`src/fcs_macros.svh`:
```
// FCS macros: CRC-32 constants and frame length limits shared by the FCS unit
`ifndef FCS_MACROS_SVH
`define FCS_MACROS_SVH

// ----------------------------------------
// CRC-32 constants
// ----------------------------------------

// Generator polynomial, normal form
`define CRC_POLYNOMIAL 32'h04C1_1DB7

// Register load value at frame start
`define CRC_PRELOAD 32'hFFFF_FFFF

// Register value once a good frame and its FCS have gone through
`define CRC_RESIDUE 32'hC704_DD7B

// ----------------------------------------
// Frame lengths
// ----------------------------------------

// Bytes in the appended FCS
`define FCS_BYTES 4

// Shortest legal receive frame, one data byte plus the FCS
`define MIN_FRAME_BYTES 5

`endif

```
`src/fcs_pkg.sv`:
```
// FCS package: data, CRC, length, beat and status types plus the framer FSM states
package fcs_pkg;

  // ----------------------------------------
  // Plain vector types
  // ----------------------------------------

  // One data byte on either path
  typedef logic [7:0] byte_t;

  // CRC register contents
  typedef logic [31:0] crc_t;

  // Byte count of a frame
  typedef logic [15:0] frame_len_t;

  // ----------------------------------------
  // Bundles
  // ----------------------------------------

  // Byte stream beat, single-cycle strobe, no back-pressure
  typedef struct packed {
    logic  valid;
    logic  sof;
    logic  eof;
    byte_t data;
  } beat_t;

  // Receive verdict, done pulses once per frame
  typedef struct packed {
    logic       done;
    logic       fcs_ok;
    frame_len_t length;
  } rx_status_t;

  // Transmit framer FSM
  typedef enum logic [1:0] {
    TX_IDLE = 2'd0,
    TX_DATA = 2'd1,
    TX_FCS  = 2'd2
  } tx_state_t;

endpackage

```
`src/crc_gen_chk.sv`:
```
// CRC-32 engine: byte-serial generator and checker, LSB first, with FCS drain
`timescale 1ns/1ps
`include "fcs_macros.svh"

module crc_gen_chk (
  input  logic           clk,
  input  logic           reset_N,
  // Load preload, wins over everything else
  input  logic           start,
  // Qualifies every operation
  input  logic           enable,
  // Ends accumulation, FCS bytes follow on the next enables
  input  logic           drain,
  input  fcs_pkg::byte_t d_in,
  output fcs_pkg::byte_t d_out,
  // Residue match, registered on enable
  output logic           crc_ok
);
  import fcs_pkg::*;

  crc_t       crc_q;
  crc_t       crc_next;
  logic       accumulating;
  logic       draining;
  logic [1:0] drain_cnt;
  logic       last_drain;
  logic       crc_upd;
  byte_t      top_inv;

  // ----------------------------------------
  // Next register value
  // ----------------------------------------

  // Eight single-bit steps per byte, bit 0 first
  // With accumulating low the feedback is masked, so the register
  // just moves up one byte, which is how the drain walks through it
  always_comb begin
    crc_next = crc_q;
    for (int i = 0; i < 8; i++) begin
      crc_next = {crc_next[30:0], 1'b0} ^
                 (`CRC_POLYNOMIAL & {32{(d_in[i] ^ crc_next[31]) & accumulating}});
    end
  end

  // Register moves while accumulating or draining
  assign crc_upd = enable & (accumulating | draining);

  always_ff @(posedge clk or negedge reset_N) begin
    if (!reset_N) begin
      crc_q <= '0;
    end else if (start) begin
      crc_q <= `CRC_PRELOAD;
    end else if (crc_upd) begin
      crc_q <= crc_next;
    end
  end

  // ----------------------------------------
  // Mode flags
  // ----------------------------------------

  // Set by start, cleared by drain
  always_ff @(posedge clk or negedge reset_N) begin
    if (!reset_N) begin
      accumulating <= 1'b0;
    end else if (enable) begin
      accumulating <= start | (~drain & accumulating);
    end
  end

  // Counts the FCS bytes already sent
  always_ff @(posedge clk or negedge reset_N) begin
    if (!reset_N) begin
      drain_cnt <= 2'd0;
    end else if (draining && enable) begin
      drain_cnt <= drain_cnt + 2'd1;
    end
  end

  assign last_drain = (drain_cnt == 2'(`FCS_BYTES - 1));

  // Held until the last FCS byte has gone out
  always_ff @(posedge clk or negedge reset_N) begin
    if (!reset_N) begin
      draining <= 1'b0;
    end else if (enable) begin
      draining <= (accumulating & drain) | (draining & ~last_drain);
    end
  end

  // ----------------------------------------
  // Check and output
  // ----------------------------------------

  // Compare the value that includes the current byte
  always_ff @(posedge clk or negedge reset_N) begin
    if (!reset_N) begin
      crc_ok <= 1'b0;
    end else if (enable) begin
      crc_ok <= (crc_next == `CRC_RESIDUE);
    end
  end

  // Final inversion on the top byte
  assign top_inv = ~crc_q[31:24];

  // Data passes through; while draining the top byte goes out
  // bit-reversed, which gives the reflected CRC LSB first
  always_comb begin
    d_out = d_in;
    if (draining) begin
      for (int j = 0; j < 8; j++) begin
        d_out[j] = top_inv[7 - j];
      end
    end
  end

endmodule

```
`src/fcs_tx_framer.sv`:
```
// Transmit framer: passes frame bytes through and appends the four CRC-32 FCS bytes
`timescale 1ns/1ps
`include "fcs_macros.svh"

module fcs_tx_framer (
  input  logic           clk,
  input  logic           reset_N,
  input  fcs_pkg::beat_t tx_in,
  output fcs_pkg::beat_t tx_out,
  // One cycle after a dropped beat
  output logic           tx_overrun
);
  import fcs_pkg::*;

  tx_state_t  state;
  tx_state_t  state_nxt;
  beat_t      beat_q;
  logic [1:0] fcs_cnt;
  logic       fcs_last;
  logic       last_byte;
  logic       accept;
  logic       drop;
  logic       crc_start;
  logic       crc_enable;
  logic       crc_drain;
  byte_t      crc_dout;

  // ----------------------------------------
  // Input acceptance
  // ----------------------------------------

  // Registered eof byte is on its way out this cycle
  assign last_byte = beat_q.valid & beat_q.eof;
  assign fcs_last  = (fcs_cnt == 2'(`FCS_BYTES - 1));

  // Idle wants sof, data takes anything up to eof, FCS takes nothing
  always_comb begin
    unique case (state)
      TX_IDLE: accept = tx_in.valid & tx_in.sof;
      TX_DATA: accept = tx_in.valid & ~last_byte;
      default: accept = 1'b0;
    endcase
    drop = tx_in.valid & ~accept;
  end

  // Beat held one cycle, valid only when taken
  always_ff @(posedge clk or negedge reset_N) begin
    if (!reset_N) begin
      beat_q <= '0;
    end else begin
      beat_q       <= tx_in;
      beat_q.valid <= accept;
    end
  end

  always_ff @(posedge clk or negedge reset_N) begin
    if (!reset_N) begin
      tx_overrun <= 1'b0;
    end else begin
      tx_overrun <= drop;
    end
  end

  // ----------------------------------------
  // FSM
  // ----------------------------------------

  always_comb begin
    state_nxt = state;
    unique case (state)
      TX_IDLE: if (accept) state_nxt = TX_DATA;
      TX_DATA: if (last_byte) state_nxt = TX_FCS;
      TX_FCS:  if (fcs_last) state_nxt = TX_IDLE;
      default: state_nxt = TX_IDLE;
    endcase
  end

  always_ff @(posedge clk or negedge reset_N) begin
    if (!reset_N) begin
      state <= TX_IDLE;
    end else begin
      state <= state_nxt;
    end
  end

  // FCS byte index, own count kept beside the engine
  always_ff @(posedge clk or negedge reset_N) begin
    if (!reset_N) begin
      fcs_cnt <= 2'd0;
    end else if (state == TX_FCS) begin
      fcs_cnt <= fcs_cnt + 2'd1;
    end else begin
      fcs_cnt <= 2'd0;
    end
  end

  // ----------------------------------------
  // CRC engine
  // ----------------------------------------

  // Start with sof, then one enable per registered byte and per FCS byte
  assign crc_start  = accept & (state == TX_IDLE);
  assign crc_enable = crc_start | beat_q.valid | (state == TX_FCS);
  assign crc_drain  = last_byte;

  crc_gen_chk crc0 (
    .clk     (clk),
    .reset_N (reset_N),
    .start   (crc_start),
    .enable  (crc_enable),
    .drain   (crc_drain),
    .d_in    (beat_q.data),
    .d_out   (crc_dout),
    .crc_ok  ()
  );

  // Data beats keep sof and lose eof; eof moves to the last FCS byte
  always_comb begin
    tx_out      = '0;
    tx_out.data = crc_dout;
    if (state == TX_FCS) begin
      tx_out.valid = 1'b1;
      tx_out.eof   = fcs_last;
    end else begin
      tx_out.valid = beat_q.valid;
      tx_out.sof   = beat_q.sof;
    end
  end

endmodule

```
`src/fcs_rx_checker.sv`:
```
// Receive checker: runs each frame with its FCS through the CRC engine and reports length and verdict
`timescale 1ns/1ps
`include "fcs_macros.svh"

module fcs_rx_checker (
  input  logic               clk,
  input  logic               reset_N,
  input  fcs_pkg::beat_t     rx_in,
  output fcs_pkg::rx_status_t rx_status
);
  import fcs_pkg::*;

  beat_t      beat_q;
  logic       in_frame;
  logic       take;
  logic       crc_start;
  logic       crc_enable;
  logic       crc_ok;
  logic       done_q;
  logic       len_ok;
  frame_len_t len_q;

  // ----------------------------------------
  // Frame tracking
  // ----------------------------------------

  // Beats outside a frame are ignored until the next sof
  assign take = rx_in.valid & (rx_in.sof | in_frame);

  always_ff @(posedge clk or negedge reset_N) begin
    if (!reset_N) begin
      in_frame <= 1'b0;
    end else if (take) begin
      in_frame <= ~rx_in.eof;
    end
  end

  // One-cycle hold so the engine sees the byte after its start
  always_ff @(posedge clk or negedge reset_N) begin
    if (!reset_N) begin
      beat_q <= '0;
    end else begin
      beat_q       <= rx_in;
      beat_q.valid <= take;
    end
  end

  // Counts every beat, FCS included; sof restarts at one
  always_ff @(posedge clk or negedge reset_N) begin
    if (!reset_N) begin
      len_q <= '0;
    end else if (beat_q.valid) begin
      len_q <= beat_q.sof ? frame_len_t'(1) : len_q + frame_len_t'(1);
    end
  end

  // ----------------------------------------
  // CRC engine in check mode
  // ----------------------------------------

  assign crc_start  = take & rx_in.sof;
  assign crc_enable = crc_start | beat_q.valid;

  // Never drained, the FCS bytes are simply accumulated
  crc_gen_chk crc0 (
    .clk     (clk),
    .reset_N (reset_N),
    .start   (crc_start),
    .enable  (crc_enable),
    .drain   (1'b0),
    .d_in    (beat_q.data),
    .d_out   (),
    .crc_ok  (crc_ok)
  );

  // ----------------------------------------
  // Status
  // ----------------------------------------

  // crc_ok and len_q settle together, one cycle after the eof byte
  always_ff @(posedge clk or negedge reset_N) begin
    if (!reset_N) begin
      done_q <= 1'b0;
    end else begin
      done_q <= beat_q.valid & beat_q.eof;
    end
  end

  // Too short to hold data plus FCS
  assign len_ok = (len_q >= frame_len_t'(`MIN_FRAME_BYTES));

  assign rx_status.done   = done_q;
  assign rx_status.fcs_ok = done_q & crc_ok & len_ok;
  assign rx_status.length = len_q;

endmodule

```
`src/fcs_unit.sv`:
```
// FCS unit top: transmit framer and receive checker side by side
`timescale 1ns/1ps

module fcs_unit (
  input  logic                clk,
  input  logic                reset_N,

  // ----------------------------------------
  // Transmit path
  // ----------------------------------------

  // Frame bytes from the MAC
  input  fcs_pkg::beat_t      tx_in,
  // Same bytes plus FCS, one cycle later
  output fcs_pkg::beat_t      tx_out,
  // Beat dropped for breaking the gap rule
  output logic                tx_overrun,

  // ----------------------------------------
  // Receive path
  // ----------------------------------------

  // Received frame with its FCS
  input  fcs_pkg::beat_t      rx_in,
  // Length and verdict, two cycles after eof
  output fcs_pkg::rx_status_t rx_status
);

  // Transmit side, own CRC engine inside
  fcs_tx_framer tx_framer0 (
    .clk        (clk),
    .reset_N    (reset_N),
    .tx_in      (tx_in),
    .tx_out     (tx_out),
    .tx_overrun (tx_overrun)
  );

  // Receive side, separate CRC engine so both paths run at once
  fcs_rx_checker rx_checker0 (
    .clk       (clk),
    .reset_N   (reset_N),
    .rx_in     (rx_in),
    .rx_status (rx_status)
  );

endmodule

```
`config.mk`:
```
export PLATFORM = sky130hd
export DESIGN_NAME = fcs_unit
export DESIGN_NICKNAME = d
export VERILOG_FILES = /design/src/fcs_pkg.sv /design/src/crc_gen_chk.sv /design/src/fcs_tx_framer.sv /design/src/fcs_rx_checker.sv /design/src/fcs_unit.sv
export VERILOG_INCLUDE_DIRS = /design/src
export SDC_FILE = /design/constraint.sdc
export NUM_CORES = 1
export LEC_CHECK = 0
export ABC_AREA = 1
export ABC_CLOCK_PERIOD_IN_PS = 1900
export BUFFER_PORTS_ARGS = -buffer_cell sky130_fd_sc_hd__buf_2
export CORE_MARGIN = 1
export CORE_UTILIZATION = 40
export CTS_BUF_LIST = sky130_fd_sc_hd__clkbuf_2
export CTS_CLUSTER_DIAMETER = 150
export DETAILED_ROUTE_END_ITERATION = 10
export GPL_TIMING_DRIVEN = 0
export PLACE_DENSITY_LB_ADDON = 0.15
export RECOVER_POWER = 100
export REMOVE_ABC_BUFFERS = 1
export SLEW_MARGIN = 20
export SYNTH_ARGS = -nofsm -noshare
export SYNTH_HDL_FRONTEND = slang
export SYNTH_SLANG_ARGS = --single-unit
export TNS_END_PERCENT = 50
```
`constraint.sdc`:
```
create_clock -name clk -period 1.9 [get_ports clk]
set_input_delay 0.38 -clock clk [delete_from_list [all_inputs] [get_ports clk]]
set_output_delay 0.38 -clock clk [all_outputs]
set_load 0.01 [all_outputs]
```
==> key figures, run 1 <==
Timing
  • Slew Limit Headroom: 24.8%
  • Final setup viols: 63
  • Sum Neg Setup Slack: -8.71 ns
  • RSZ-0062 raised after global routing: yes
  • Period Utilization, post-route: 134%
  • Final Slew Violations: 0
  • Achievable frequency: 394 MHz
  • Final worst slack: -0.637 ns
  • Worst-margin pin slew: between 1 and 1.5 ns
  • Hold Violations, Final: 0
  • Final Critical Period: around 2.5 ns
  • Final Skew: 0.0450 ns

Place
  • Routability cong.: roughly 0.86
  • DP Worst Slack: -1.81 ns
  • # placed instances: 1193
  • Post-DP HPWL: ~12000 um
  • I/O Buffers: between 50 and 60

Logic synthesis
  • Yosys top cell by area: dfrtp_1
  • Synthesized cell area: 0.00718 sq mm
  • Netlist cell types: 45
  • Seq/Total Area, Yosys: about 40%
  • Post-Synthesis Cells: 931
  • Avg Cell Area, Syn: a little under 8 sq um
  • Ys async rst share: 100%
  • Post-synth EDFFs: 0
  • Ranking of synthesized cells by area: dfrtp_1 41%, nand2_1 14%, inv_1 7.7%
  • Synth top area share: about two fifths
  • Synthesized flop and latch total: 118
  • Yosys warns: 0
  • Top FF cell, synth: dfrtp_1

Flow run
  • Max Cap Violations: 0

Outcome
  • Outcome: complete, but fails checks
  • Failing checks: negative setup slack

Routing
  • DR pass1 iterations: 5
  • Routed len/inst: 15.0 um
  • # DRC: 0
  • DR vias: 6606
  • Detailed-route wire length: 20200 um
  • Initial drt markers: 451
  • DR vias/cell: 4.90
  • Antenna-violating nets left: 0

Worst setup path
  • R2R setup slack: -0.25 ns
  • Critical path origin: rx_checker0.len_q[0]$_DFFE_PN0P_
  • Startpoint types: register
  • CP top delay family: flip-flops
  • Slowest CP cell: dfrtp_1
  • CP Cell Sequence: ha_2, inv_2, nand2_2, a2111oi_4, nand4_1, nand3_1, inv_1, buf_2
  • Worst Path Arrival: between 2 and 2.5 ns
  • Crit Path Max Fanout: 3
  • Worst R2R End: tx_framer0.crc0.drain_cnt[1]$_DFFE_PN0P_
  • Cells on worst reg2reg path: 9
  • Crit path to: rx_status[16]
  • CP Capture Type: primary output
  • Worst reg2reg startpoint: tx_framer0.state[1]$_DFFE_PN0P_
  • Setup CP Type: reg -> out
  • Cell count along the critical path: 8
  • Crit path buffers/inverters: 3
  • Worst Path Required: between 1.5 and 2 ns
  • Max incr delay on CP: 0.46 ns

Die
  • Die X: 136 um
  • Die height: 136 um
  • Core Region: 0.0174 sq mm
  • Ports: 54
  • FP Rows: 48
  • Die area: approximately 0.018 sq mm
  • Starting density of the core: 41.2%

Clock tree
  • Clock sinks: between 100 and 150
  • CTS Root Buffer Type: clkbuf_2
  • CTS tree: built
  • Clk_lat worst skew: 0.68 ns
  • H-tree depth: 4
  • CTS buffer count: 17
  • Clk buf depth: 2
  • Reg clk slew, reported paths: about 0.23 ns

Finish
  • Final #Nets: 1141
  • Area grow syn2layout: 38.3%
  • Non-Filler Instances: 1349
  • Fin util: 57.0%
  • Share of post-route cells with drive strength above 1: about a third

Hold path
  • Hold Crit Class: in -> reg
  • Hold path cells: 2

Global route
  • Initial antenna violation count: 1
  • Number of global-route vias before repair: 6101
  • Global-route wire length before repair: 30500 um
  • Largest net degree at the start of global routing: 76
  • Tot GR Track Use: 21.6%
  • GRT overflow: 0

Pwr
  • VDD IR max: 1520 uV
  • Power density over the cells: between 1500 and 2000 mW/mm^2
  • LEAKAGE: 5.03 nW
  • Overall power: a little under 20 mW
## layer usage
layer  up-vias  part of all wire [%]  global-route usage [%]
met5         -                     0                       0
met4         0                   1.7                    5.99
met3        24                   3.6                    4.10
met2       144                    49                    36.1
met1      3173                    46                    28.5
li1       3265                     -                       -
## synthesized netlist by cell type, types with 2 or more instances
library cell,n
clkbuf_1,4
a32oi_1,2
a22oi_1,6
nand3_1,66
nand4_1,3
nand3_2,3
nand2_2,16
nor4_1,2
xnor2_1,17
mux2_2,2
buf_4,3
nor2_8,5
xnor2_2,2
nand2_1,259
nor2_1,60
nand2_4,8
xor2_1,55
dfrtp_1,118
or2_2,2
o22ai_1,28
buf_2,8
ha_1,7
nor2_2,3
nor3_1,4
o22a_1,2
xor2_2,2
and2_1,2
o21ai_1,8
inv_1,147
nand3_4,5
o21a_1,2
buf_6,2
inv_2,11
nor2_4,2
o21ai_0,38
a21oi_1,18
## layout by cell type, fill, tap and decap left out, drive strengths merged, types with 2 or more instances in the layout
cell / n
a32oi: 2
nand2: 285
a22oi: 6
mux2: 2
nor4: 3
o22a: 2
inv: 158
or2: 3
a21oi: 18
nand3: 74
o22ai: 28
o21ai: 47
xnor2: 19
clkinvlp: 8
dlygate4sd3: 23
bufinv: 3
nor3: 6
and2: 2
xor2: 57
ha: 7
nor2: 70
buf: 137
dfrtp: 118
clkbuf: 30
clkinv: 5
nand4: 3
o21a: 2
## cells by family after synthesis
group                    share of synthesized area (%)
flip-flops                                        41.1
buffers and inverters                             9.66
XOR/XNOR                                          9.69
AND/OR/NAND/NOR                                   29.2
adder cells (fa/ha/maj)                           1.22
multiplexers                                     0.314
AO/OA/AOI/OAI                                     8.75
## sequential cells by signal, summed over array words and instances (netlist names), 2 cells and up
name                        cells
rx_checker0.crc0.crc_q         32
tx_framer0.crc0.crc_q          32
rx_checker0.len_q              16
rx_checker0.beat_q             11
tx_framer0.beat_q              11
rx_checker0.crc0.drain_cnt      2
tx_framer0.crc0.drain_cnt       2
tx_framer0.fcs_cnt              2
tx_framer0.state                2
## repair_timing
action | CTS | global route
resized for setup | 112 | 152
endpoints found under the setup margin | 78 | 71
gates cloned | 2 | 2
setup buffers | 49 | 48
pin swaps | 38 | 68
hold buffers | 23 | 0
endpoints found under the hold margin | 105 | 0
## how the worst min path moves through the flow
stage	from	end	slack, ns
6_report	tx_in[5]	tx_framer0.beat_q[5]$_DFF_PN0_	0.32
4_1_cts	reset_N	tx_framer0.beat_q[4]$_DFF_PN0_	0.10
5_1_grt	tx_in[1]	tx_framer0.beat_q[1]$_DFF_PN0_	0.22
2_1_floorplan	reset_N	rx_checker0.beat_q[0]$_DFF_PN0_	0.08
3_5_place_dp	reset_N	tx_framer0.beat_q[4]$_DFF_PN0_	0.33
3_3_place_gp	rx_checker0.beat_q[8]$_DFF_PN0_	rx_checker0.done_q$_DFF_PN0_	0.42
## cell type report
class                   instances  area [sq um]
fillers                      1566          7490
multi-input cells             641          4420
flip-flops and latches        118          2970
repair buffers                173          1360
inverters                     158           629
well taps                     225           282
clock inverters                15           176
clock buffers                  17          85.1
repair inverters                1          7.51
diodes                          1          2.50
## power breakdown
part / internal (mW) / switching (mW)
sequential: 3.36 / 0.628
combinational: 5.81 / 7.90
clock: 0.736 / 1.08
total: 9.90 / 9.61
## per-stage QoR
stage | hold WS, ns | instance area, sq um
floorplan | 0.0844 | 7080
global placement | 0.424 | 7620
detailed placement | 0.333 | 7670
CTS | 0.104 | 9050
global route | 0.220 | 9930
finish | 0.317 | 9930
Note: power is estimated with default switching activity, not from simulation.
==> run 2: changes to the inputs <==
Settings changed: BUFFER_PORTS_ARGS -buffer_cell sky130_fd_sc_hd__buf_2 to unset, CELL_PAD_IN_SITES_DETAIL_PLACEMENT set to 0, CELL_PAD_IN_SITES_GLOBAL_PLACEMENT set to 1, DONT_BUFFER_PORTS set to 1.
==> run 2 against run 1 <==
Effect of this change: the run ends with negative hold slack, negative setup slack left; clock skew decreased by 0.0054 ns; combinational power rose by 7%; sequential share of layout area decreased by 0.66 points; clock power about the same; routed wire length grew 3.5%; cell count shrank 3.5%; global-route usage increased by 0.55 points; sequential power up 3%.
==> key figures, run 2 (synthesized netlist as in run 1, its figures left out) <==
Routing
  • # DRC: 0
  • DR pass1 iterations: 4
  • Detailed-route wire length: 20900 um
  • DR vias/cell: 4.94
  • Antenna-violating nets left: 0
  • Met1 Wirelength: 9260 um
  • Routed len/inst: 16.1 um
  • Metal3 WL: 787 um
  • Top Layer Used: met4
  • Initial drt markers: 304
  • Metal2 WL: about 10000 um
  • DR vias: 6432

Clock tree
  • # hold bufs at CTS: 22
  • Reg clk slew, reported paths: 0.23 ns
  • Clock sinks: about 120
  • CTS Root Buffer Type: clkbuf_2
  • H-tree depth: 4
  • Clk_lat worst skew: around 0.73 ns
  • Clk buf depth: 2
  • CTS tree: built
  • CTS buffer count: 17

Finish
  • Non-Filler Instances: between 1000 and 1500
  • Most common cell after layout, fill and taps aside: nand2_1
  • Share of post-route cells with drive strength above 1: 36.2%
  • Final #Nets: roughly 1100
  • Fillers: 1595
  • Leading cell types in the layout, fill and taps excluded: 194 x nand2_1, 135 x inv_1, 106 x dfrtp_1
  • Fin util: about three fifths
  • Area grow syn2layout: 41.6%
  • Register area: 0.00297 sq mm
  • Cell area after layout: 0.0102 sq mm
  • Multi-input logic area: 0.00476 sq mm
  • Largest registers: rx_checker0.crc0.crc_q: 32 flops, tx_framer0.crc0.crc_q: 32 flops, rx_checker0.len_q: 16 flops

Worst setup path
  • Crit path to: rx_status[16]
  • Cells on worst reg2reg path: 10
  • R2R setup slack: -0.35 ns
  • Worst R2R End: tx_framer0.crc0.crc_q[3]$_DFFE_PN0P_
  • CP Capture Type: primary output
  • Startpoint types: register
  • Worst Path Required: ~1.5 ns
  • Worst Path Arrival: 2.05 ns
  • Worst reg2reg startpoint: tx_framer0.state[1]$_DFFE_PN0P_
  • Setup CP Type: reg -> out
  • Critical path origin: rx_checker0.len_q[1]$_DFFE_PN0P_
  • Crit Path Max Fanout: 4

Global route
  • GRT overflow: 0
  • Global-route wire length before repair: around 30000 um
  • Number of global-route vias before repair: 5820
  • Tot GR Track Use: 22.2%
  • Initial antenna violation count: 1
  • Largest net degree at the start of global routing: approximately 120

Flow run
  • Max Cap Violations: 0

Pwr
  • LEAKAGE: between 5 and 6 nW
  • Power density over the cells: 2030 mW/mm^2
  • Overall power: 20.7 mW
  • VDD IR max: 1250 uV

Die
  • FP Rows: 48
  • Ports: 54
  • Die area: around 0.018 sq mm
  • Die X: 136 um
  • Die height: 136 um
  • Core Region: 0.0174 sq mm
  • Starting density of the core: ~41%

Timing
  • Hold Violations, Final: 118
  • Slew Limit Headroom: 67.6%
  • Worst-margin pin slew: 0.485 ns
  • Sum Neg Setup Slack: -12.42 ns
  • Final Critical Period: 2.43 ns
  • RSZ-0062 raised after global routing: yes
  • Final worst slack: -0.529 ns
  • Final Skew: around 0.04 ns
  • Hold_ws: -0.690 ns
  • Final setup viols: 57
  • Final Slew Violations: 0
  • Period Utilization, post-route: 128%
  • Achievable frequency: around 410 MHz

Place
  • I/O Buffers: 0
  • # placed instances: 1140
  • Post-DP HPWL: between 10000 and 15000 um
  • DP Worst Slack: -1.75 ns
  • Placed instance area: 0.00739 sq mm
  • Routability cong.: 0.817

Hold path
  • Hold Crit Class: in -> async

Outcome
  • Failing checks: negative hold slack, negative setup slack
  • Outcome: complete, but fails checks
## run 2: cell count changes in the layout (fill, tap and decap cells not counted), sizes merged
cell | before | now
o21ai | 47 | 46
buf | 137 | 101
clkbuf | 30 | 22
clkinvlp | 8 | 5
dlygate4sd3 | 23 | 22
clkinv | 5 | 9
inv | 158 | 156
## run 2: what timing repair did
| item | CTS | global route |
|---|---|---|
| resized for setup | 100 | 245 |
| buffers inserted | 34 | 68 |
| pin swaps | 21 | 91 |
| gates cloned | 2 | 3 |
| endpoints found under the setup margin | 78 | 64 |
| endpoints found under the hold margin | 144 | 118 |
## run 2: layer usage
layer,vias up,global-route usage [%]
met5,-,0
met4,0,7.59
met3,26,4.47
met2,113,36.1
met1,3111,29.3
li1,3182,-
## run 2: critical path: stages, from the launching register on
cell,delay (ns)
dfrtp_2,0.48
inv_4,0.07
ha_4,0.15
inv_2,0.06
nand2_4,0.05
a2111oi_4,0.27
nand4_1,0.14
nand3_2,0.10
inv_2,0.05
## run 2: worst min-delay path by stage
stage | endpoint | depth (start not counted) | from
after floorplan | rx_checker0.beat_q[0]$_DFF_PN0_ | 0 | reset_N
after global placement | rx_checker0.len_q[8]$_DFFE_PN0P_ | 0 | reset_N
after detailed placement | rx_checker0.len_q[8]$_DFFE_PN0P_ | 0 | reset_N
after CTS | tx_framer0.beat_q[4]$_DFF_PN0_ | 0 | reset_N
after global routing | rx_checker0.len_q[14]$_DFFE_PN0P_ | 0 | reset_N
final | tx_framer0.crc0.crc_q[29]$_DFFE_PN0P_ | 0 | reset_N
## run 2: layout make-up
class	instances	area share, %
clock inverter	14	1.56
sequential	118	29.2
tap	225	2.77
timing repair buffer	127	12.3
timing repair inverter	1	0.111
multi-input combinational	640	46.8
inverter	158	6.29
clock buffer	18	0.886
antenna	1	0.0246
## run 2: report_power, final
part / leakage (nW) / switching, mW / internal (mW)
combinational: 3.51 / 8.37 / 6.37
clock: 0.149 / 1.07 / 0.728
sequential: 1.36 / 0.740 / 3.37
